<file path="src/rtl/fis_fifo_pkg.sv">
// FIFO geometry and fill thresholds for the h2d and d2h FIS buffers
package fis_fifo_pkg;

    localparam int FIFO_ADDR_WIDTH = 9;   // 512 entries, one 18k block RAM at 36 bits

    typedef logic [FIFO_ADDR_WIDTH-1:0] fifo_addr_t;   // memory address
    typedef logic [FIFO_ADDR_WIDTH:0]   fifo_fill_t;   // 0 .. depth inclusive

    localparam fifo_fill_t FIFO_DEPTH = fifo_fill_t'(1 << FIFO_ADDR_WIDTH);

    // h2d side
    localparam fifo_fill_t H2D_READY_LIMIT = 10'd504;   // host may write below this
    localparam fifo_fill_t XMIT_START_FILL = 10'd64;    // long FIS: request frame early

    // d2h side
    localparam fifo_fill_t D2H_MANY_FILL   = 10'd8;     // burst read worthwhile
    localparam fifo_fill_t D2H_BUSY_FILL   = 10'd448;   // leaves room for link pipeline

endpackage

</file>
<file path="src/rtl/fifo_ctrl.sv">
// Pointer and fill control for a show-ahead FIFO built on a block RAM with output register
`timescale 1ns/100ps

module fifo_ctrl (
    input  logic                     clk,
    input  logic                     rst,
    input  logic                     wr,         // push, lost when full
    input  logic                     rd,         // pop, ignored when empty
    output logic                     nempty,     // head entry valid at memory rdata
    output fis_fifo_pkg::fifo_fill_t fill,       // total entries held
    output fis_fifo_pkg::fifo_addr_t waddr,      // memory write address
    output fis_fifo_pkg::fifo_addr_t raddr,      // memory read address
    output logic                     mem_re,     // array -> read latch
    output logic                     mem_regen   // read latch -> output register
);

    fis_fifo_pkg::fifo_fill_t ram_cnt;   // entries not yet read out of the array
    logic                     ramo_full; // read latch holds an entry
    logic                     rreg_full; // output register holds the head
    logic                     wr_ok;     // accepted push
    logic                     rd_ok;     // accepted pop

    // waddr only advances on accepted pushes, so a push while full
    // lands on a free slot and is simply lost
    assign wr_ok = wr && (fill != fis_fifo_pkg::FIFO_DEPTH);
    assign rd_ok = rd && rreg_full;

    // advance latch to output when output is free or being popped
    assign mem_regen = ramo_full && (!rreg_full || rd_ok);
    // refill latch when it is free or moving on
    assign mem_re    = (ram_cnt != '0) && (!ramo_full || mem_regen);

    assign nempty = rreg_full;

    // pointers
    always_ff @(posedge clk) begin
        if (rst) begin
            waddr <= '0;
            raddr <= '0;
        end else begin
            if (wr_ok) begin
                waddr <= waddr + 1'b1;   // wraps at depth
            end
            if (mem_re) begin
                raddr <= raddr + 1'b1;
            end
        end
    end

    // counters, both one cycle behind the event
    always_ff @(posedge clk) begin
        if (rst) begin
            fill    <= '0;
            ram_cnt <= '0;
        end else begin
            fill    <= fill + fis_fifo_pkg::fifo_fill_t'(wr_ok)
                            - fis_fifo_pkg::fifo_fill_t'(rd_ok);
            ram_cnt <= ram_cnt + fis_fifo_pkg::fifo_fill_t'(wr_ok)
                               - fis_fifo_pkg::fifo_fill_t'(mem_re);
        end
    end

    // read pipeline occupancy
    always_ff @(posedge clk) begin
        if (rst) begin
            ramo_full <= 1'b0;
            rreg_full <= 1'b0;
        end else begin
            if (mem_re) begin
                ramo_full <= 1'b1;       // new entry in latch
            end else if (mem_regen) begin
                ramo_full <= 1'b0;       // latch drained, nothing behind it
            end

            if (mem_regen) begin
                rreg_full <= 1'b1;       // next head arrives
            end else if (rd_ok) begin
                rreg_full <= 1'b0;       // popped, none waiting
            end
        end
    end

endmodule

</file>
<file path="config.mk">
export PLATFORM = sky130hd
export DESIGN_NAME = fifo_ctrl
export DESIGN_NICKNAME = d
export VERILOG_FILES = /design/src/rtl/fis_fifo_pkg.sv /design/src/rtl/fifo_ctrl.sv
export SDC_FILE = /design/constraint.sdc
export NUM_CORES = 1
export LEC_CHECK = 0
export BUFFER_PORTS_ARGS = -buffer_cell sky130_fd_sc_hd__buf_2
export CAP_MARGIN = 25
export CORE_ASPECT_RATIO = 1.4
export CORE_MARGIN = 8
export CORE_UTILIZATION = 40
export DETAILED_ROUTE_END_ITERATION = 7
export GPL_TIMING_DRIVEN = 0
export PLACE_DENSITY = 0.59
export SYNTH_ARGS = -nofsm -noshare
export SYNTH_HDL_FRONTEND = slang
export SYNTH_SLANG_ARGS = --single-unit
</file>
<file path="constraint.sdc">
create_clock -name clk -period 3.04 [get_ports clk]
set_input_delay 0.608 -clock clk [delete_from_list [all_inputs] [get_ports clk]]
set_output_delay 0.608 -clock clk [all_outputs]
set_load 0.03 [all_outputs]
</file>
==> results.toml <==
[cells_and_area]
antennaDiodeCount = 0
register_area_um2 = 812
syn_to_final_growth_pct = 21.2
drive_gt1_frac = 0.249
multi_input_area_um2 = 1510
nNetsFinal = 356
fin_util = 0.497
nFillCells = 572
final_cells = 391

[setup_path]
worstSetupEndpointType = "flop"
arrival_ns = 3.10
r2r_cells = 14
timing.rr.end = "fill[9]"
cp_num_cells = 14
crit_path_start = "fill[5]"
critPathKind = "flop to flop"
slowest_delay_ns = 0.34
cp_common_cell = "ha_1"
crit_required_ns = 3.24
path_buf_inv = 4
path_max_fanout = 5
timing.rr.start = "fill[5]"
crit_end = "fill[9]"
path_delay_family = "compound AO/OA/AOI/OAI gates"
path_cells = "inv_1, ha_1, nand4b_1, o21a_1, buf_6, inv_2, ha_1, inv_1, ha_1, a21o_1, a221oi_4, o221ai_1, a21oi_1, mux2_2"
regToRegSetupSlack_ns = 0.13
critPathLaunchType = "flop"
cp_slowest_cell = "dfxtp_2"

[sta]
period_minus_slack_ns = 2.91
max_freq_mhz = 344
worst_slack_ns = 0.134
setup_tns_ns = 0
finClkSkew_ns = 0.00904
hold_viol_final = 0
drv_slew = 0
setup_violations = 0
finalCritPeriodShare = 0.956
rsz0062_at_grt = "yes"
slew_headroom = 0.655
worst_pin_slew_ns = 0.517

[cts]
cts_tree = "done"
cts_buffers = 5
clk-insertion-delay-late_ns = 0.30
cts.sinks = 40
h-tree-depth = 2
clk_pin_slew_worst_paths_ns = 0.09
cts-root-buf = "clkbuf_8"
clock_path_buffers = 2

[floorplan]
die_y_um = 107
die_w_um = 81.3
fp-row-count = 33
start_util = 0.410
ios = 35
die_area_um2 = 8740
coreArea_um2 = 5820

[grt]
grt_max_degree = 15
grt_pass1_vias = 1916
grt_usage = 0.117
grt_pass1_wl_um = 8310
antenna_found_initial = 0
overflow = 0

[yosys]
synth_flop_cell = "dfxtp_1"
netlist_area_um2 = 2390
synth-edff-count = 0
ys_types = 50
syn_nets = 308
syn_avg_cell_area_um2 = 8.79
synthCells = 272
synth-seq-cells = 40
yosys_warnings = 0
synthArstFlopShare = 0
yosysSeqAreaShare = 0.335

[place]
gp_congestion = 0.819
place_ws_ns = -0.197
hpwl_um = 3790
place_inst = 376
portBuffers = 34

[routing]
drt_wl_total_um = 4980
drc = 0
final_antenna_net_count = 0
post_drt_wl_per_cell_um = 12.7
drtIter0Drc = 73
vias = 1940
via_per_inst = 4.96
first_pass_iters = 4

[min_path]
hold_class = "flop to flop"

[power]
finalPower_w = 0.00319
power_density_nw_per_um2 = 1100
ir_drop_v = 0.000587
p_leak_nw = 1.31

[run]
cap_violations = 0

[run_status]
status = "finished clean"
## worst min-delay path: stages (launching register included)
cell and delay, ns:
dfxtp_1 0.34, o21ai_0 0.07, a21oi_1 0.06
## cells by family (layout without fill, tap and decap cells)
| kind of cell | Yosys count | in the layout | synth area share |
|---|---|---|---|
| AND/OR/NAND/NOR | 92 | 92 | 0.192 |
| flip-flops | 40 | 40 | 0.335 |
| buffers and inverters | 35 | 84 | 0.0571 |
| AO/OA/AOI/OAI | 43 | 43 | 0.128 |
| XOR/XNOR | 27 | 27 | 0.0990 |
| multiplexers | 3 | 3 | 0.0152 |
| adder cells (fa/ha/maj) | 32 | 32 | 0.174 |
## synth_stat cells (2+ instances only)
library cell,instances,area share
a211oi_1,2,0.0063
nand4b_1,2,0.0073
nor2_1,39,0.061
ha_1,30,0.16
clkbuf_1,4,0.0063
dfxtp_1,40,0.34
and2_1,3,0.0079
or3_1,4,0.010
nand3_1,4,0.0084
xor2_1,16,0.059
nor2b_1,7,0.018
xnor2_1,11,0.040
o21bai_1,4,0.013
and3_1,3,0.0079
o21a_1,3,0.0094
nand2_1,11,0.017
nor3_1,3,0.0063
a21oi_1,12,0.025
nand4_1,5,0.013
inv_1,27,0.042
fa_1,2,0.017
nand2b_1,2,0.0052
o21ai_0,5,0.010
o31a_1,3,0.011
nand3b_1,3,0.0094
a31oi_1,3,0.0079
## worst min-delay path by stage
stage	from	endpoint	slack [ns]	depth (start not counted)
2_1_floorplan	ramo_full	nempty	0.45	2
3_3_place_gp	raddr[8]	raddr[8]	0.49	2
3_5_place_dp	ramo_full	nempty	0.50	2
4_1_cts	raddr[8]	raddr[8]	0.51	2
5_1_grt	ramo_full	nempty	0.55	2
6_report	raddr[8]	raddr[8]	0.50	2
## power by group
part | switching [W] | leakage (nW) | total [W] | internal [W]
combinational | 0.00105 | 0.916 | 0.00196 | 0.000909
sequential | 0.0000950 | 0.332 | 0.000770 | 0.000675
clock | 0.000209 | 0.0583 | 0.000456 | 0.000248
## routing by layer
layer  track usage  vias up  wire, um
li1              -     1012         -
met5             0        -         0
met2         0.210       23      2520
met3        0.0268        8       197
met4        0.0474        0        99
met1         0.126      897      2170
## cells in the final DEF (no fill, tap or decap), drive strengths merged, types with 2 or more instances in the layout
cell / count
a2111oi: 2
ha: 30
o21bai: 4
fa: 2
and3: 3
inv: 28
nand3b: 3
buf: 44
clkinv: 2
a211oi: 2
xnor2: 11
nand4: 5
nand3: 4
xor2: 16
o21ai: 6
and2: 3
or3: 4
nand4b: 2
nor2: 39
nand2: 11
o221ai: 2
mux2: 2
nor2b: 7
dfxtp: 40
o21a: 3
clkbuf: 9
nand2b: 2
a31oi: 3
a21oi: 12
nor3: 3
o31a: 3
## what timing repair did
| action | in CTS | in global routing |
|---|---|---|
| pin swaps | 1 | 9 |
| gates resized for setup | 2 | 21 |
| hold buffers | 0 | 0 |
| setup buffers | 0 | 7 |
| endpoints found under the hold margin | 0 | 0 |
| endpoints found under the setup margin | 3 | 6 |
## sequential cells by signal, summed over array words and instances (netlist names)
signal / cells
ram_cnt: 10
raddr: 9
nempty: 1
waddr: 9
ramo_full: 1
fill: 10
## per-stage QoR
step	area (um2)	hold WS, ns
3_5_place_dp	2650	0.495
2_1_floorplan	2390	0.452
5_1_grt	2900	0.548
6_report	2900	0.505
4_1_cts	2770	0.513
3_3_place_gp	2650	0.487
## final cells by class
type | count | area share
tap | 70 | 0.0303
buffer | 7 | 0.0143
timing repair buffer | 41 | 0.0769
inverter | 28 | 0.0363
clock inverter | 3 | 0.0164
sequential | 40 | 0.280
multi-input combinational | 197 | 0.522
clock buffer | 5 | 0.0238
Note: power is estimated with default switching activity, not from simulation.
