### config.mk
export PLATFORM = sky130hd
export DESIGN_NAME = d2h_tagger
export DESIGN_NICKNAME = d
export VERILOG_FILES = /design/src/rtl/sata_fis_pkg.sv /design/src/rtl/fis_fifo_pkg.sv /design/src/rtl/d2h_tagger.sv
export SDC_FILE = /design/constraint.sdc
export NUM_CORES = 1
export LEC_CHECK = 0
export BUFFER_PORTS_ARGS = -buffer_cell sky130_fd_sc_hd__buf_2
export CORE_AREA = 5 5 48 50
export CTS_CLUSTER_SIZE = 8
export DETAILED_ROUTE_END_ITERATION = 12
export DIE_AREA = 0 0 53 55
export GPL_TIMING_DRIVEN = 0
export PLACE_DENSITY = 0.76
export SLEW_MARGIN = 20
export SYNTH_ARGS = -nofsm -noshare
export SYNTH_HDL_FRONTEND = slang
export SYNTH_SLANG_ARGS = --single-unit
### constraint.sdc
create_clock -name clk -period 0.9 [get_ports clk]
set_input_delay 0.18 -clock clk [delete_from_list [all_inputs] [get_ports clk]]
set_output_delay 0.18 -clock clk [all_outputs]
set_load 0.01 [all_outputs]
### src/rtl/sata_fis_pkg.sv
// FIS word types and dword kind codes shared by the SATA transport FIFOs and their users
package sata_fis_pkg;

    typedef logic [31:0] dword_t;      // one FIS dword
    typedef logic [1:0]  mask_t;       // halfword valid bits, normally 2'b11
    typedef logic [1:0]  fis_kind_t;   // tag stored beside every dword

    // kinds valid in both directions
    localparam fis_kind_t KIND_DATA = 2'd0;   // FIS body or DMA data
    localparam fis_kind_t KIND_HEAD = 2'd1;   // first dword of a FIS

    // host to device only
    localparam fis_kind_t H2D_LAST  = 2'd2;   // final dword, lets the link close the frame

    // device to host only, status word pushed after the last data dword
    localparam fis_kind_t D2H_OK    = 2'd2;   // frame received clean
    localparam fis_kind_t D2H_ERR   = 2'd3;   // frame invalidated by the link

    // one FIFO word, 36 bits, kind in the top bits as on the memory port
    typedef struct packed {
        fis_kind_t kind;   // [35:34]
        mask_t     mask;   // [33:32]
        dword_t    data;   // [31:0]
    } fifo_entry_t;

endpackage

### src/rtl/fis_fifo_pkg.sv
// FIFO geometry and fill thresholds for the h2d and d2h FIS buffers
package fis_fifo_pkg;

    localparam int FIFO_ADDR_WIDTH = 9;   // 512 entries, one 18k block RAM at 36 bits

    typedef logic [FIFO_ADDR_WIDTH-1:0] fifo_addr_t;   // memory address
    typedef logic [FIFO_ADDR_WIDTH:0]   fifo_fill_t;   // 0 .. depth inclusive

    localparam fifo_fill_t FIFO_DEPTH = fifo_fill_t'(1 << FIFO_ADDR_WIDTH);

    // h2d side
    localparam fifo_fill_t H2D_READY_LIMIT = 10'd504;   // host may write below this
    localparam fifo_fill_t XMIT_START_FILL = 10'd64;    // long FIS: request frame early

    // d2h side
    localparam fifo_fill_t D2H_MANY_FILL   = 10'd8;     // burst read worthwhile
    localparam fifo_fill_t D2H_BUSY_FILL   = 10'd448;   // leaves room for link pipeline

endpackage

### src/rtl/d2h_tagger.sv
// Tags dwords from the link for the d2h FIFO and appends the end-of-FIS status word
`timescale 1ns/100ps

module d2h_tagger (
    input  logic                      clk,
    input  logic                      rst,
    input  sata_fis_pkg::dword_t      rx_data,
    input  sata_fis_pkg::mask_t       rx_mask,
    input  logic                      rx_valid,     // rx_data strobe
    input  logic                      rx_start,     // new incoming frame
    input  logic                      rx_done,      // frame ended clean
    input  logic                      rx_invalid,   // frame ended with error
    input  fis_fifo_pkg::fifo_fill_t  fill,         // d2h fill level
    output logic                      wr,           // push into d2h FIFO
    output sata_fis_pkg::fifo_entry_t wr_entry,
    output logic                      d2h_many,     // several dwords for host
    output logic                      rx_busy       // back-pressure to link
);

    sata_fis_pkg::fis_kind_t tag;       // kind of next pushed word
    logic                    fis_over;  // push status word this cycle
    logic                    rx_end;

    assign rx_end = rx_done || rx_invalid;

    always_ff @(posedge clk) begin
        if (rst || rx_start) begin
            tag <= sata_fis_pkg::KIND_HEAD;         // next dword opens a FIS
        end else if (rx_end) begin
            // ahead of rx_valid so the status push never goes out as data
            tag <= rx_invalid ? sata_fis_pkg::D2H_ERR : sata_fis_pkg::D2H_OK;
        end else if (rx_valid) begin
            tag <= sata_fis_pkg::KIND_DATA;         // body follows
        end
    end

    always_ff @(posedge clk) begin
        if (rst) begin
            fis_over <= 1'b0;
        end else begin
            // only once per FIS, tag leaves KIND_DATA at the end
            fis_over <= rx_end && (tag == sata_fis_pkg::KIND_DATA);
        end
    end

    assign wr = rx_valid || fis_over;

    always_comb begin
        wr_entry.kind = tag;
        wr_entry.mask = rx_mask;   // don't care on the status word
        wr_entry.data = rx_data;   // same
    end

    assign d2h_many = fill >= fis_fifo_pkg::D2H_MANY_FILL;
    assign rx_busy  = fill >= fis_fifo_pkg::D2H_BUSY_FILL;

endmodule

==> results of run 1 <==
==> power groups by stage <==
stage | combinational, mW | sequential, mW | clock, mW
CTS | 0.312 | 0.143 | 0.245
floorplan | 0.174 | 0.146 | 0
finish | 0.312 | 0.144 | 0.237
detailed placement | 0.294 | 0.144 | 0
global route | 0.336 | 0.145 | 0.270
global placement | 0.289 | 0.144 | 0
==> layer usage <==
metal | vias up | share of wire, % | track usage [%]
met5 | - | 0 | 0
met4 | 0 | 0 | 1.277
met3 | 0 | 21 | 4.021
met1 | 188 | 27 | 6.380
li1 | 232 | - | -
met2 | 51 | 51 | 13.64
==> synth_stat cells, drive strengths merged <==
cell type,n,area [sq um]
nand2,1,3.750
or2,1,6.260
buf,34,255.2
a211oi,1,7.510
nor2,2,7.510
nor4,2,12.51
a31o,1,8.760
nor3,1,5.000
dfxtp,3,60.06
nand2b,1,6.260
a2111o,1,11.26
==> timing repair <==
item / in CTS / in global routing
pin swaps: 3 / 1
setup endpoints to repair: 4 / 4
resized for setup: 8 / 2
==> state kept, by name, summed over array words and instances (netlist names) <==
register,count
fis_over,1
tag,2
==> cells by family (layout without fill, tap and decap cells) <==
kind of cell,Yosys count,count (layout)
AO/OA/AOI/OAI,3,3
buffers and inverters,34,89
AND/OR/NAND/NOR,8,8
flip-flops,3,3
==> cell type report <==
class	instances	share of cell area, %
sequential	3	8.333
buffer	34	34.00
timing repair buffer	51	38.17
tap	27	4.500
multi-input combinational	11	11.50
clock buffer	4	3.500
==> metrics by stage <==
stage           TNS, ns  hold slack, ns
5_1_grt         -0.2197          0.1305
4_1_cts         -0.1700          0.1346
3_3_place_gp   -0.04201          0.3727
2_1_floorplan         0          0.2528
6_report        -0.1456          0.1382
3_5_place_dp   -0.07627          0.3825
==> worst max-delay path by stage <==
stage | slack (ns) | cells past startpoint | startpoint | to
final | -0.14 | 2 | fis_over$_SDFF_PP0_ | wr
after global routing | -0.18 | 2 | fis_over$_SDFF_PP0_ | wr
after floorplan | 0.10 | 1 | tag[0]$_SDFFE_PP1P_ | tag[0]$_SDFFE_PP1P_
after CTS | -0.14 | 2 | fis_over$_SDFF_PP0_ | wr
after global placement | -0.04 | 4 | fill[6] | d2h_many
after detailed placement | -0.08 | 4 | fill[6] | d2h_many
==> worst max-delay path, stage by stage (launching register included) <==
cell and delay [ns]:
dfxtp_1 0.29, or2_4 0.22, buf_6 0.12
==> impl_metrics.toml, run 1 <==
[clock_tree]
clock_latency_ns = 0.23
cts_tree = "built"
numClockSinks = 3
cts_root_buf = "clkbuf_4"
cts_setup_buffers = 0
max-clock-path-buffers = 2
cts_buffers = 3
ctsHtreeMaxLevel = 1
path_clk_slew_ns = 0.04
ctsHoldBuffers = 0

[sta]
setup-violations-final = 2
hold_viol = 0
fin_crit_sh_pct = 115.0
max_clock_freq_mhz = 966.0
relSlewSlack_pct = 86.92
worstMarginPinSlew_ns = 0.1944
setup_ws_ns = -0.1352
finalCriticalPeriod_ns = 1.035
clock-skew-final_ns = 0.002385
slew_violations = 0
rsz0062_at_grt = "yes"

[global_route]
grt_usage_pct = 7.018
grt_max_degree = 4
grt_pass1_vias = 371
antenna_found_initial = 0
grt_overflow_total = 0
grt_pass1_wl_mm = 1.504

[die]
start_util_pct = 20.63
die-area_sq_mm = 0.002915
die_x_microns = 53
core_area_sq_mm = 0.001862
io_pins = 89
std_cell_rows = 16
die_h_microns = 55

[power_and_ir_drop]
p_sw_share_pct = 27.80
clkPwrFrac_pct = 34.2
ir_drop_mv = 1.066
p_switching_uw = 192.8
combPwrFrac_pct = 45.0
internal_power_uw = 500.7
power.total_uw = 693.5
p_seq_share_pct = 20.8
power.density_mw_per_mm2 = 923.8
power_leakage_nw = 0.4308

[setup_path]
r2r_cells = 1
crit_fanout = 1
crit_required_ns = 0.72
start_kind = "flop"
r2r_setup_slack_ns = 0.08
reg2reg_to = "tag[0]$_SDFFE_PP1P_"
critPathCaptureType = "output port"
worstPathArrival_ns = 0.86
r2r-start = "tag[0]$_SDFFE_PP1P_"
critPathKind = "reg -> out"

[route]
routed_via_density = 3.623
first_pass_iters = 3
drt-initial-drc-count = 8
routed_wl_mm = 1.336
post_drt_wl_per_cell_microns = 10.28
drc = 0
dr_total_vias = 471
drt.antenna.violating_nets = 0

[yosys]
synth_top_family_by_area = "buffers and inverters"
synth-xor-area-share_pct = 0
ys_seq_area_share_pct = 15.64
ys_types = 11
avgSynthCellArea_sq_um = 8.002
ys_ff_latch = 3
yosys.area_share.adder_pct = 0
yosys.area_share.simple_pct = 10.75
synth_area_sq_um = 384.1
synth_nets = 98
ys_warn_count = 0
synth_compound_area_share_pct = 7.166
netlist_instances = 48
synth_mux_area_share_pct = 0

[outcome]
status = "complete, but fails checks"
violations = "setup timing"

[worst_hold_path]
whs_path_depth = 2
hp-class = "in -> reg"
whs_endpoint = "tag[1]$_SDFFE_PP0P_"
hp-start = "rx_start"

[final_layout]
final_common_cell = "buf_2"
final_cell_mix = "buf_2 (46), buf_4 (34), buf_6 (5)"
drive_gt1_share_pct = 90.29
post-route-util_pct = 40.32
finish.cell_count_without_fillers = 130
fillers = 177
syn_to_final_growth_pct = 95.44
antenna_cells = 0
multi_input_area_sq_um = 86.33
register_area_sq_um = 62.56
fin_area_sq_um = 750.7
final_nets = 154

[place]
postPlaceCellArea_sq_um = 673.1
place.detailed.instances = 126
dp_slack_ns = -0.07627
port_buffers = 51
globalplace.congestion = 0.6275

[flow_run]
cap_violations = 0
Power figures use the tool's default switching activity.
==> inputs of run 2 (changes only) <==
--- a/config.mk
+++ b/config.mk
@@ -6,10 +6,10 @@
 export NUM_CORES = 1
 export LEC_CHECK = 0
 export BUFFER_PORTS_ARGS = -buffer_cell sky130_fd_sc_hd__buf_2
-export CORE_AREA = 5 5 48 50
+export CORE_AREA = 2 2 45 47
 export CTS_CLUSTER_SIZE = 8
 export DETAILED_ROUTE_END_ITERATION = 12
-export DIE_AREA = 0 0 53 55
+export DIE_AREA = 0 0 47 49
 export GPL_TIMING_DRIVEN = 0
 export PLACE_DENSITY = 0.76
 export SLEW_MARGIN = 20
==> impl_metrics.toml, run 2 (synthesis results as in run 1) <==
[clock_tree]
numClockSinks = 3
cts_root_buf = "clkbuf_4"
path_clk_slew_ns = 0.04
cts_buffers = 3
cts_tree = "built"
ctsHtreeMaxLevel = 1
max-clock-path-buffers = 2
clock_latency_ns = 0.24
cts_setup_buffers = 0

[final_layout]
largestRegisters = "tag x2, fis_over x1"
drive_gt1_share_pct = 90.29
syn_to_final_growth_pct = 95.44
largest_reg_flops = 2
final_nets = 154
top_register = "tag"
fillers = 192
post-route-util_pct = 40.76
final_common_cell = "buf_2"
fin_area_sq_um = 750.7
antenna_cells = 0
final_cell_mix = "buf_2 (46), buf_4 (34), buf_6 (5)"

[die]
std_cell_rows = 16
die_x_microns = 47
io_pins = 89
core_area_sq_mm = 0.001842
die_h_microns = 49
die-area_sq_mm = 0.002303
start_util_pct = 20.86

[sta]
holdWs_ns = 0.1257
max_clock_freq_mhz = 956.5
setup_ws_ns = -0.1455
relSlewSlack_pct = 83.55
worstMarginPinSlew_ns = 0.2445
hold_viol = 0
clock-skew-final_ns = 0.003780
slew_violations = 0
fin_crit_sh_pct = 116.2
rsz0062_at_grt = "yes"
setup-violations-final = 2
finalCriticalPeriod_ns = 1.045

[setup_path]
critPathCaptureType = "output port"
start_kind = "flop"
crit_required_ns = 0.72
worstPathArrival_ns = 0.87
crit_fanout = 1
critPathKind = "reg -> out"

[global_route]
grt_pass1_vias = 443
grt_usage_pct = 10.23
grt_max_degree = 4
antenna_found_initial = 0
grt_overflow_total = 0
grt_pass1_wl_mm = 1.600

[place]
port_buffers = 51
globalplace.congestion = 0.6439
hpwl_microns = 999.9
dp_slack_ns = -0.1294
postPlaceCellArea_sq_um = 673.1

[route]
routed_wl_mm = 1.220
drc = 0
first_pass_iters = 1
drt.antenna.violating_nets = 0
routed_via_density = 3.862
post_drt_wl_per_cell_microns = 9.385
drt-initial-drc-count = 0
dr_total_vias = 502

[outcome]
status = "complete, but fails checks"
violations = "setup timing"

[power_and_ir_drop]
power.total_uw = 704.3
power.density_mw_per_mm2 = 938.2
power_leakage_nw = 0.4308
ir_drop_mv = 0.9037

[flow_run]
cap_violations = 0

[worst_hold_path]
hp-class = "in -> reg"
[run 2: cell counts in the layout (fill, tap and decap cells not counted)]
Identical to the previous run, type by type.
[run 2: cell type report]
cell class                      instances  area, sq um  share of cell area, %
Multi-Input combinational cell         11        86.33                  11.50
Clock buffer                            4        26.28                  3.500
Tap cell                               27        33.78                  4.500
Buffer                                 34        255.2                  34.00
Sequential cell                         3        62.56                  8.333
Timing Repair Buffer                   51        286.5                  38.17
[run 2: stage by stage]
| stage | setup TNS (ns) | instances |
|---|---|---|
| 4_1_cts | -0.2139 | 130 |
| 6_report | -0.1841 | 130 |
| 3_5_place_dp | -0.1294 | 126 |
| 3_3_place_gp | -0.04405 | 126 |
| 2_1_floorplan | 0 | 48 |
| 5_1_grt | -0.2520 | 130 |
[run 2: timing repair]
| item | in CTS | in global routing |
|---|---|---|
| pin swaps | 3 | 0 |
| setup endpoints to repair | 4 | 4 |
| gates resized for setup | 8 | 2 |
| hold buffers | 0 | 0 |
[run 2: metal layers]
| metal | GRT usage, % | routed length [microns] | part of all wire [%] |
|---|---|---|---|
| met5 | 0 | 0 | 0 |
| met4 | 9.722 | 28 | 2.3 |
| met3 | 2.222 | 182 | 15 |
| met2 | 21.23 | 731 | 60 |
| met1 | 5.357 | 278 | 23 |
[run 2: critical path, cell delays in order, from the launching register on]
cell and delay (ns):
dfxtp_1 0.29, or2_4 0.22, buf_6 0.12
[run 2: report_power, final]
group	leakage [nW]	switching [mW]	total (mW)	internal [mW]
logic	0.391	0.117	0.312	0.195
clock network	0.0150	0.0813	0.248	0.167
registers	0.0245	0.00445	0.144	0.140
total	0.431	0.203	0.704	0.501
[run 2: path summary, 6_finish.rpt]
check,start,to,slack (ns),cells after the start
max,fis_over$_SDFF_PP0_,wr,-0.15,2
min,rx_start,tag[1]$_SDFFE_PP0P_,0.13,2
max reg2reg,tag[0]$_SDFFE_PP1P_,tag[0]$_SDFFE_PP1P_,0.09,1
min reg2reg,tag[0]$_SDFFE_PP1P_,fis_over$_SDFF_PP0_,0.45,1
