### config.mk
export PLATFORM = sky130hd
export DESIGN_NAME = h2d_frame_ctrl
export DESIGN_NICKNAME = d
export VERILOG_FILES = /design/src/rtl/sata_fis_pkg.sv /design/src/rtl/fis_fifo_pkg.sv /design/src/rtl/h2d_frame_ctrl.sv
export SDC_FILE = /design/constraint.sdc
export NUM_CORES = 1
export LEC_CHECK = 0
export ABC_AREA = 1
export ABC_CLOCK_PERIOD_IN_PS = 1100
export BUFFER_PORTS_ARGS = -buffer_cell sky130_fd_sc_hd__buf_2
export CAP_MARGIN = 20
export CORE_AREA = 5 5 42 44
export DETAILED_ROUTE_END_ITERATION = 10
export DIE_AREA = 0 0 47 49
export HOLD_SLACK_MARGIN = 0.1
export PLACE_DENSITY_LB_ADDON = 0.3
export SKIP_LAST_GASP = 1
export SLEW_MARGIN = 0
export SYNTH_ARGS = -nofsm -noshare
export SYNTH_HDL_FRONTEND = slang
export SYNTH_SLANG_ARGS = --single-unit
### constraint.sdc
create_clock -name clk -period 1.1 [get_ports clk]
set_input_delay 0.055 -clock clk [delete_from_list [all_inputs] [get_ports clk]]
set_output_delay 0.055 -clock clk [all_outputs]
set_load 0.02 [all_outputs]
### src/rtl/sata_fis_pkg.sv
// FIS word types and dword kind codes shared by the SATA transport FIFOs and their users
package sata_fis_pkg;

    typedef logic [31:0] dword_t;      // one FIS dword
    typedef logic [1:0]  mask_t;       // halfword valid bits, normally 2'b11
    typedef logic [1:0]  fis_kind_t;   // tag stored beside every dword

    // kinds valid in both directions
    localparam fis_kind_t KIND_DATA = 2'd0;   // FIS body or DMA data
    localparam fis_kind_t KIND_HEAD = 2'd1;   // first dword of a FIS

    // host to device only
    localparam fis_kind_t H2D_LAST  = 2'd2;   // final dword, lets the link close the frame

    // device to host only, status word pushed after the last data dword
    localparam fis_kind_t D2H_OK    = 2'd2;   // frame received clean
    localparam fis_kind_t D2H_ERR   = 2'd3;   // frame invalidated by the link

    // one FIFO word, 36 bits, kind in the top bits as on the memory port
    typedef struct packed {
        fis_kind_t kind;   // [35:34]
        mask_t     mask;   // [33:32]
        dword_t    data;   // [31:0]
    } fifo_entry_t;

endpackage

### src/rtl/fis_fifo_pkg.sv
// FIFO geometry and fill thresholds for the h2d and d2h FIS buffers
package fis_fifo_pkg;

    localparam int FIFO_ADDR_WIDTH = 9;   // 512 entries, one 18k block RAM at 36 bits

    typedef logic [FIFO_ADDR_WIDTH-1:0] fifo_addr_t;   // memory address
    typedef logic [FIFO_ADDR_WIDTH:0]   fifo_fill_t;   // 0 .. depth inclusive

    localparam fifo_fill_t FIFO_DEPTH = fifo_fill_t'(1 << FIFO_ADDR_WIDTH);

    // h2d side
    localparam fifo_fill_t H2D_READY_LIMIT = 10'd504;   // host may write below this
    localparam fifo_fill_t XMIT_START_FILL = 10'd64;    // long FIS: request frame early

    // d2h side
    localparam fifo_fill_t D2H_MANY_FILL   = 10'd8;     // burst read worthwhile
    localparam fifo_fill_t D2H_BUSY_FILL   = 10'd448;   // leaves room for link pipeline

endpackage

### src/rtl/h2d_frame_ctrl.sv
// Requests a link frame once a host FIS is fully or mostly in the h2d FIFO
`timescale 1ns/100ps

module h2d_frame_ctrl (
    input  logic                     clk,
    input  logic                     rst,
    input  logic                     wr,          // host write into h2d FIFO
    input  sata_fis_pkg::fis_kind_t  wr_kind,     // kind of that write
    input  fis_fifo_pkg::fifo_fill_t fill,        // h2d fill level
    input  logic                     frame_ack,   // link took the request
    output logic                     frame_req,   // level to link
    output logic                     h2d_ready    // host may keep writing
);

    typedef enum logic [1:0] {
        ST_IDLE,      // no FIS started
        ST_PENDING,   // head written, waiting for enough data
        ST_REQUEST    // frame_req raised, waiting for ack
    } state_t;

    state_t state;
    state_t state_nxt;
    logic   head_wr;    // head dword written this cycle
    logic   last_wr;    // closing dword written this cycle
    logic   enough;     // long FIS, start before it is complete

    assign head_wr = wr && (wr_kind == sata_fis_pkg::KIND_HEAD);
    assign last_wr = wr && (wr_kind == sata_fis_pkg::H2D_LAST);
    assign enough  = fill >= fis_fifo_pkg::XMIT_START_FILL;

    always_comb begin
        state_nxt = state;
        case (state)
            ST_IDLE: begin
                if (head_wr) begin
                    state_nxt = ST_PENDING;
                end
            end
            ST_PENDING: begin
                if (last_wr || enough) begin
                    state_nxt = ST_REQUEST;
                end
            end
            ST_REQUEST: begin
                if (frame_ack) begin
                    state_nxt = ST_IDLE;   // heads seen meanwhile are dropped
                end
            end
            default: begin
                state_nxt = ST_IDLE;
            end
        endcase
    end

    always_ff @(posedge clk) begin
        if (rst) begin
            state <= ST_IDLE;
        end else begin
            state <= state_nxt;
        end
    end

    assign frame_req = (state == ST_REQUEST);   // one cycle after start condition
    assign h2d_ready = fill < fis_fifo_pkg::H2D_READY_LIMIT;

endmodule

==> impl_metrics.tcl, run 1 <==
set metrics [dict create \
    largest_register_ffs 2 \
    placementRows 14 \
    drc_errors 0 \
    yosys-top-cells-area "inv_1, dfxtp_1, nand2_1" \
    io_pins 18 \
    via_per_inst 3.70 \
    p_leak_nw 0.191 \
    fin_nets 75 \
    grt_pass1_vias 269 \
    tns_ns 0 \
    finalHoldViolations 0 \
    min_path_cells 5 \
    final-seq-area_um2 40.0 \
    track_usage 0.0513 \
    worst-r2r-cell-count 6 \
    multiInputGateArea_um2 111 \
    vias 270 \
    drt-total-wl_um 521 \
    die_x_um 47 \
    ys_types 10 \
    grt_max_degree 5 \
    antenna_found_initial 0 \
    min_period_ns 0.942 \
    yosysTopAreaCellShare 0.214 \
    powerDensity_nw_per_um2 1310 \
    start_kind "flip-flop" \
    slew_violations 0 \
    ys_warn_count 0 \
    crit_required_ns 1.04 \
    grt_pass1_wl_um 841 \
    clock_skew_ns 0.00169 \
    cts_tree "yes" \
    min_path_type "in -> reg" \
    status "finished clean" \
    start_util 0.138 \
    clk_pin_slew_worst_paths_ns 0.03 \
    clockRootBuffer "clkbuf_4" \
    place_congestion 0.680 \
    synth_area_um2 193 \
    rsz0062_at_grt "no" \
    avgSynthCellArea_um2 4.94 \
    finalSetupViolCount 0 \
    cts_buffers 3 \
    synth-seq-cells 2 \
    fin_crit_sh 0.856 \
    n_antenna_cell 0 \
    syn_inst 39 \
    critical_path_class "reg -> out" \
    port_buffers 14 \
    area_growth_pct 63.6 \
    r2r_start "state[0]$_SDFFE_PP0P_" \
    clkSinkCount 2 \
    fp.dieH_um 49 \
    core_um2 1400 \
    synth_nets 55 \
    ys_seq_area_frac 0.208 \
    fmax_ghz 1.06 \
    crit_arrival_ns 0.89 \
    startpoint "state[1]$_SDFFE_PP0P_" \
    final_layout_size_suffix_gt1_frac 0.316 \
    clk_latency_ns 0.22 \
    largestRegisters "state x2" \
    hpwlAfterDp_um 452 \
    ant_nets 0 \
    drtPass1Iterations 4 \
    synth_top_area_cell "inv_1" \
    crit_fanout 3 \
    largest-register "state" \
    first_iter_violations 8 \
    place_ws_ns 0.216 \
    totalPowerFinal_w 0.000412 \
    tightestPinTransition_ns 0.159 \
    vdd_drop_max_mv 0.491 \
    worst_slack_ns 0.158 \
    grt.overflow.total 0 \
    clockBufferDepth 2 \
    slew_headroom 0.893 \
    min-delay-start "wr_kind[0]" \
    maxCapViolCount 0 \
    ctsHtreeMaxLevel 1 \
    fillers 170 \
    crit_path_end_kind "output pin" \
    wire_per_inst_um 7.14 \
    die_area_um2 2300 \
]
==> layer usage <==
metal / part of all wire / vias up / track usage
li1: - / 154 / -
met4: 0 / 0 / 0.0553
met1: 0.39 / 109 / 0.0480
met3: 0.086 / 0 / 0.0111
met2: 0.52 / 7 / 0.0814
met5: 0 / - / 0
==> critical path, stage by stage, from the launching register on <==
cell and delay (ns):
dfxtp_1 0.31, inv_1 0.06, nor2_2 0.11, buf_2 0.18
==> metrics by stage <==
stage / area, um2 / hold slack, ns / util / std cells
6_report: 315 / 0.252 / 0.225 / 73
2_1_floorplan: 193 / 0.187 / - / 39
4_1_cts: 315 / 0.248 / 0.225 / 73
5_1_grt: 315 / 0.284 / 0.225 / 73
3_5_place_dp: 283 / 0.310 / 0.202 / 69
3_3_place_gp: 283 / 0.309 / 0.202 / 69
==> cells by family after synthesis <==
logic type	count (synthesis)	share of synthesized area
AND/OR/NAND/NOR	23	0.494
buffers and inverters	11	0.214
AO/OA/AOI/OAI	3	0.0844
flip-flops	2	0.208
==> where the power goes <==
part	leakage, nW	switching [W]	total (W)	internal [W]
clock network	0.0138	0.0000446	0.000165	0.000121
logic	0.160	0.0000853	0.000147	0.0000614
registers	0.0164	0.0000115	0.000100	0.0000889
total	0.191	0.000141	0.000412	0.000271
==> cells in the final DEF (no fill, tap or decap) <==
cell	netlist	final
a21oi_1	1	1
o21ai_1	1	1
dlygate4sd3_1	0	1
clkbuf_4	0	3
nor2_1	8	8
nor3_1	1	1
inv_1	11	11
dfxtp_1	2	2
nor2_2	1	1
buf_2	0	14
nand3_1	4	4
a31oi_1	1	1
nand2_1	9	9
==> path summary, 6_finish.rpt <==
check                               end  slack (ns)
setup / recovery              frame_req        0.16
hold / removal    state[1]$_SDFFE_PP0P_        0.25
setup reg to reg  state[0]$_SDFFE_PP0P_        0.22
hold reg to reg   state[1]$_SDFFE_PP0P_        0.54
==> cell type report <==
cell class / count / area share
multi-input combinational: 26 / 0.353
sequential: 2 / 0.127
tap: 16 / 0.0635
inverter: 11 / 0.131
clock buffer: 3 / 0.0714
timing repair buffer: 15 / 0.254
==> cell usage after synthesis <==
| cell type | number |
|---|---|
| nor2_1 | 8 |
| nand2_1 | 9 |
| a31oi_1 | 1 |
| nor2_2 | 1 |
| nor3_1 | 1 |
| a21oi_1 | 1 |
| nand3_1 | 4 |
| inv_1 | 11 |
| o21ai_1 | 1 |
| dfxtp_1 | 2 |
==> repair_timing <==
action | 4_1_cts | 5_1_grt
setup buffers | 0 | 0
hold endpoints to repair | 1 | 0
hold buffers | 1 | 0
resized for setup | 0 | 0
(Power assumes the default switching activity.)
==> run 2, diff against run 1 <==
--- a/config.mk
+++ b/config.mk
@@ -10,10 +10,10 @@
 export BUFFER_PORTS_ARGS = -buffer_cell sky130_fd_sc_hd__buf_2
 export CAP_MARGIN = 20
 export CORE_AREA = 5 5 42 44
+export CTS_CLUSTER_DIAMETER = 200
 export DETAILED_ROUTE_END_ITERATION = 10
 export DIE_AREA = 0 0 47 49
 export HOLD_SLACK_MARGIN = 0.1
-export PLACE_DENSITY_LB_ADDON = 0.3
 export SKIP_LAST_GASP = 1
 export SLEW_MARGIN = 0
 export SYNTH_ARGS = -nofsm -noshare
==> constraint.sdc (replaced) <==
create_clock -name clk -period 1.1 [get_ports clk]
set_input_delay 0.22 -clock clk [delete_from_list [all_inputs] [get_ports clk]]
set_output_delay 0.22 -clock clk [all_outputs]
set_load 0.02 [all_outputs]
==> impl_metrics.tcl, run 2 (synthesis results as in run 1) <==
set metrics [dict create \
    dp.cells 69 \
    hpwlAfterDp_um 462 \
    mostFrequentLayoutCell "buf_2" \
    status "finished clean" \
    crit_required_ns 0.88 \
    track_usage 0.0534 \
    grt_pass1_wl_um 834 \
    tns_ns 0 \
    clockRootBuffer "clkbuf_4" \
    largest-register "state" \
    crit_path_end_kind "output pin" \
    wire_per_inst_um 7.68 \
    largestRegisters "state x2" \
    via_per_inst 3.73 \
    fp.dieH_um 49 \
    drtPass1Iterations 3 \
    clk_latency_ns 0.22 \
    drc_errors 0 \
    ant_nets 0 \
    place_ws_ns 0.113 \
    worst_slack_ns 0.0486 \
    powerDensity_nw_per_um2 1350 \
    area_growth_pct 68.2 \
    cts_buffers 3 \
    rsz0062_at_grt "no" \
    core_um2 1400 \
    slowest_delay_ns 0.33 \
    cts_hold_buf 0 \
    place_congestion 0.703 \
    maxCapViolCount 0 \
    layout_common_cells "buf_2, inv_1, nand2_1" \
    fin_util 0.231 \
    io_pins 18 \
    start_kind "flip-flop" \
    grt_max_degree 5 \
    p_leak_nw 0.193 \
    final_layout_size_suffix_gt1_frac 0.351 \
    antenna_found_initial 0 \
    crit_path_cell_trace "inv_2 -> nor2_4 -> buf_6" \
    start_util 0.138 \
    postPlaceCellArea_um2 283 \
    die_area_um2 2300 \
    fin_crit_sh 0.956 \
    grt_pass1_vias 253 \
    crit_slowest_cell "dfxtp_1" \
    tightestPinTransition_ns 0.188 \
    clk_pin_slew_worst_paths_ns 0.03 \
    clkSinkCount 2 \
    crit_arrival_ns 0.83 \
    layout.cells.non_filler 73 \
    die_x_um 47 \
    finalHoldViolations 0 \
    fin_nets 75 \
    slew_violations 0 \
    clock_skew_ns 0.000929 \
    min_period_ns 1.05 \
    fin_area_um2 324 \
    ctsHtreeMaxLevel 1 \
    finalSetupViolCount 0 \
    min_path_type "in -> reg" \
    port_buffers 14 \
    vdd_drop_max_mv 0.358 \
    placementRows 14 \
    critical_path_class "reg -> out" \
    crit_fanout 3 \
    largest_register_ffs 2 \
    slew_headroom 0.875 \
    fillers 177 \
    vias 272 \
    grt.overflow.total 0 \
    n_antenna_cell 0 \
    fmax_ghz 0.951 \
    clockBufferDepth 2 \
    first_iter_violations 3 \
    drt-total-wl_um 561 \
    cts_tree "yes" \
]
## run 2: per-layer routing
layer,track usage,wire [um],vias to the layer above,part of all wire
li1,-,-,151,-
met1,0.0502,218,110,0.39
met2,0.0792,264,11,0.47
met3,0.0221,78,0,0.14
met4,0.0553,0,0,0
met5,0,0,-,0
## run 2: cell type report
cell class / instances / area (um2) / area share
clock buffers: 3 / 22.5 / 0.0695
inverters: 11 / 41.3 / 0.127
multi-input cells: 26 / 116 / 0.359
flip-flops and latches: 2 / 40.0 / 0.124
well taps: 16 / 20.0 / 0.0618
repair buffers: 15 / 83.8 / 0.259
## run 2: critical path: cells and delay by family (launching register included)
family	cells	cell delay [ns]
simple gates	1	0.10
buf+inv	2	0.18
flops	1	0.33
## run 2: final timing paths
check | start | to | slack [ns] | depth (start not counted)
worst max-delay path | state[1]$_SDFFE_PP0P_ | frame_req | 0.05 | 3
worst min-delay path | rst | state[0]$_SDFFE_PP0P_ | 0.25 | 4
worst max register to register | state[0]$_SDFFE_PP0P_ | state[0]$_SDFFE_PP0P_ | 0.11 | 7
worst min register to register | state[0]$_SDFFE_PP0P_ | state[1]$_SDFFE_PP0P_ | 0.56 | 2
## run 2: per-stage QoR
| step | power, W | hold WS, ns |
|---|---|---|
| 5_1_grt | 0.000477 | 0.285 |
| 6_report | 0.000438 | 0.249 |
| 3_3_place_gp | 0.000246 | 0.482 |
| 4_1_cts | 0.000456 | 0.247 |
| 3_5_place_dp | 0.000250 | 0.485 |
| 2_1_floorplan | 0.000199 | 0.373 |
## run 2: what timing repair did
| action | 4_1_cts | 5_1_grt |
|---|---|---|
| endpoints found under the setup margin | 1 | 1 |
| resized for setup | 4 | 0 |
| setup buffers | 1 | 0 |
| pin swaps | 1 | 1 |
## run 2: power by group
| part | internal (W) | switching [W] |
|---|---|---|
| Combinational | 0.0000787 | 0.0000940 |
| Clock | 0.000120 | 0.0000405 |
| Sequential | 0.0000890 | 0.0000160 |
==> run 3, diff against run 2 <==
--- a/config.mk
+++ b/config.mk
@@ -9,10 +9,10 @@
 export ABC_CLOCK_PERIOD_IN_PS = 1100
 export BUFFER_PORTS_ARGS = -buffer_cell sky130_fd_sc_hd__buf_2
 export CAP_MARGIN = 20
-export CORE_AREA = 5 5 42 44
+export CORE_AREA = 2 2 39 41
 export CTS_CLUSTER_DIAMETER = 200
 export DETAILED_ROUTE_END_ITERATION = 10
-export DIE_AREA = 0 0 47 49
+export DIE_AREA = 0 0 41 43
 export HOLD_SLACK_MARGIN = 0.1
 export SKIP_LAST_GASP = 1
 export SLEW_MARGIN = 0
==> impl_metrics.tcl, run 3 (synthesis results as in run 1) <==
set metrics [dict create \
    worst-r2r-cell-count 6 \
    crit_arrival_ns 0.83 \
    mostFrequentLayoutCell "buf_2" \
    crit_fanout 4 \
    crit_path_end_kind "output pin" \
    drt-total-wl_um 503 \
    ant_nets 0 \
    largestRegisters "state x2" \
    vias 273 \
    first_iter_violations 7 \
    cts_buffers 3 \
    port_buffers 14 \
    clockBufferDepth 2 \
    rsz0062_at_grt "no" \
    layout.cells.non_filler 73 \
    fmax_ghz 0.956 \
    fin_nets 75 \
    largest-register "state" \
    track_usage 0.0561 \
    final_layout_size_suffix_gt1_frac 0.368 \
    min_period_ns 1.05 \
    start_util 0.139 \
    ctsHtreeMaxLevel 1 \
    drc_errors 0 \
    n_antenna_cell 0 \
    finalSetupViolCount 0 \
    grt.overflow.total 0 \
    tns_ns 0 \
    die_area_um2 1760 \
    clkSinkCount 2 \
    slew_headroom 0.884 \
    min-delay-start "rst" \
    wire_per_inst_um 6.89 \
    fin_crit_sh 0.951 \
    layout_common_cells "buf_2, inv_1, nand2_1" \
    cts_hold_buf 0 \
    crit_required_ns 0.88 \
    io_pins 18 \
    maxCapViolCount 0 \
    start_kind "flip-flop" \
    p_leak_nw 0.194 \
    core_um2 1380 \
    worst-r2r-setup-slack_ns 0.12 \
    clk_pin_slew_worst_paths_ns 0.03 \
    via_per_inst 3.74 \
    clock_skew_ns 0.00290 \
    antenna_found_initial 0 \
    r2r_start "state[0]$_SDFFE_PP0P_" \
    min_path_cells 4 \
    area_growth_pct 68.8 \
    placementRows 14 \
    reg2reg_to "state[1]$_SDFFE_PP0P_" \
    grt_pass1_wl_um 586 \
    status "finished clean" \
    grt_max_degree 5 \
    grt_pass1_vias 172 \
    hold_path_end "state[0]$_SDFFE_PP0P_" \
    clockRootBuffer "clkbuf_4" \
    vdd_drop_max_mv 0.604 \
    fp.dieH_um 43 \
    powerDensity_nw_per_um2 1370 \
    clk_latency_ns 0.23 \
    critical_path_class "reg -> out" \
    largest_register_ffs 2 \
    place_congestion 0.617 \
    min_path_type "in -> reg" \
    tightestPinTransition_ns 0.173 \
    cts_tree "yes" \
    slew_violations 0 \
    finalHoldViolations 0 \
    dp.cells 69 \
    die_x_um 41 \
    fillers 157 \
    drtPass1Iterations 4 \
    hpwlAfterDp_um 371 \
]
-- run 3: cell counts in the layout (fill, tap and decap cells not counted) --
No cell type changed its count.
-- run 3: cell type report --
type / instances / area (um2) / area share
multi-input combinational: 26 / 116 / 0.358
timing repair buffer: 15 / 83.8 / 0.258
sequential: 2 / 41.3 / 0.127
inverter: 11 / 41.3 / 0.127
clock buffer: 3 / 22.5 / 0.0692
tap: 16 / 20.0 / 0.0615
-- run 3: worst max path at each step --
stage                                     start                    end  slack (ns)  depth (start not counted)
after detailed placement                fill[6]              h2d_ready        0.13                          5
after global placement                  fill[6]              h2d_ready        0.13                          5
final                     state[0]$_SDFFE_PP0P_              frame_req        0.05                          2
after floorplan           state[1]$_SDFFE_PP0P_  state[0]$_SDFFE_PP0P_        0.12                          7
after global routing                    fill[6]              h2d_ready        0.01                          5
after CTS                 state[1]$_SDFFE_PP0P_              frame_req        0.01                          3
-- run 3: critical path, cell delays in order (launching register included) --
cell and delay (ns):
dfxtp_1 0.34, nor2_4 0.13, buf_6 0.12
-- run 3: timing repair --
action,4_1_cts,5_1_grt
resized for setup,4,1
pin swaps,1,1
setup buffers,1,0
endpoints found under the setup margin,1,1
-- run 3: through the flow --
| step | total power [W] | setup WS [ns] | cell area (um2) | utilization | hold slack (ns) |
|---|---|---|---|---|---|
| finish | 0.000447 | 0.0537 | 325 | 0.235 | 0.233 |
| global route | 0.000485 | 0.0140 | 325 | 0.235 | 0.253 |
| CTS | 0.000459 | 0.0118 | 324 | 0.234 | 0.228 |
| detailed placement | 0.000246 | 0.127 | 283 | 0.204 | 0.475 |
| global placement | 0.000245 | 0.127 | 283 | 0.204 | 0.476 |
| floorplan | 0.000199 | 0.125 | 193 | - | 0.373 |
-- run 3: power by group --
group / internal [W] / leakage (nW) / switching [W]
logic: 0.0000789 / 0.163 / 0.0000919
registers: 0.0000906 / 0.0168 / 0.0000156
clock network: 0.000121 / 0.0138 / 0.0000492
total: 0.000290 / 0.194 / 0.000157
-- run 3: routing by layer --
layer,GRT usage,up-vias,part of all wire
met5,0,-,0
met4,0.0600,0,0.022
met3,0.0471,2,0.19
met2,0.0563,19,0.29
met1,0.0637,99,0.49
li1,-,153,-
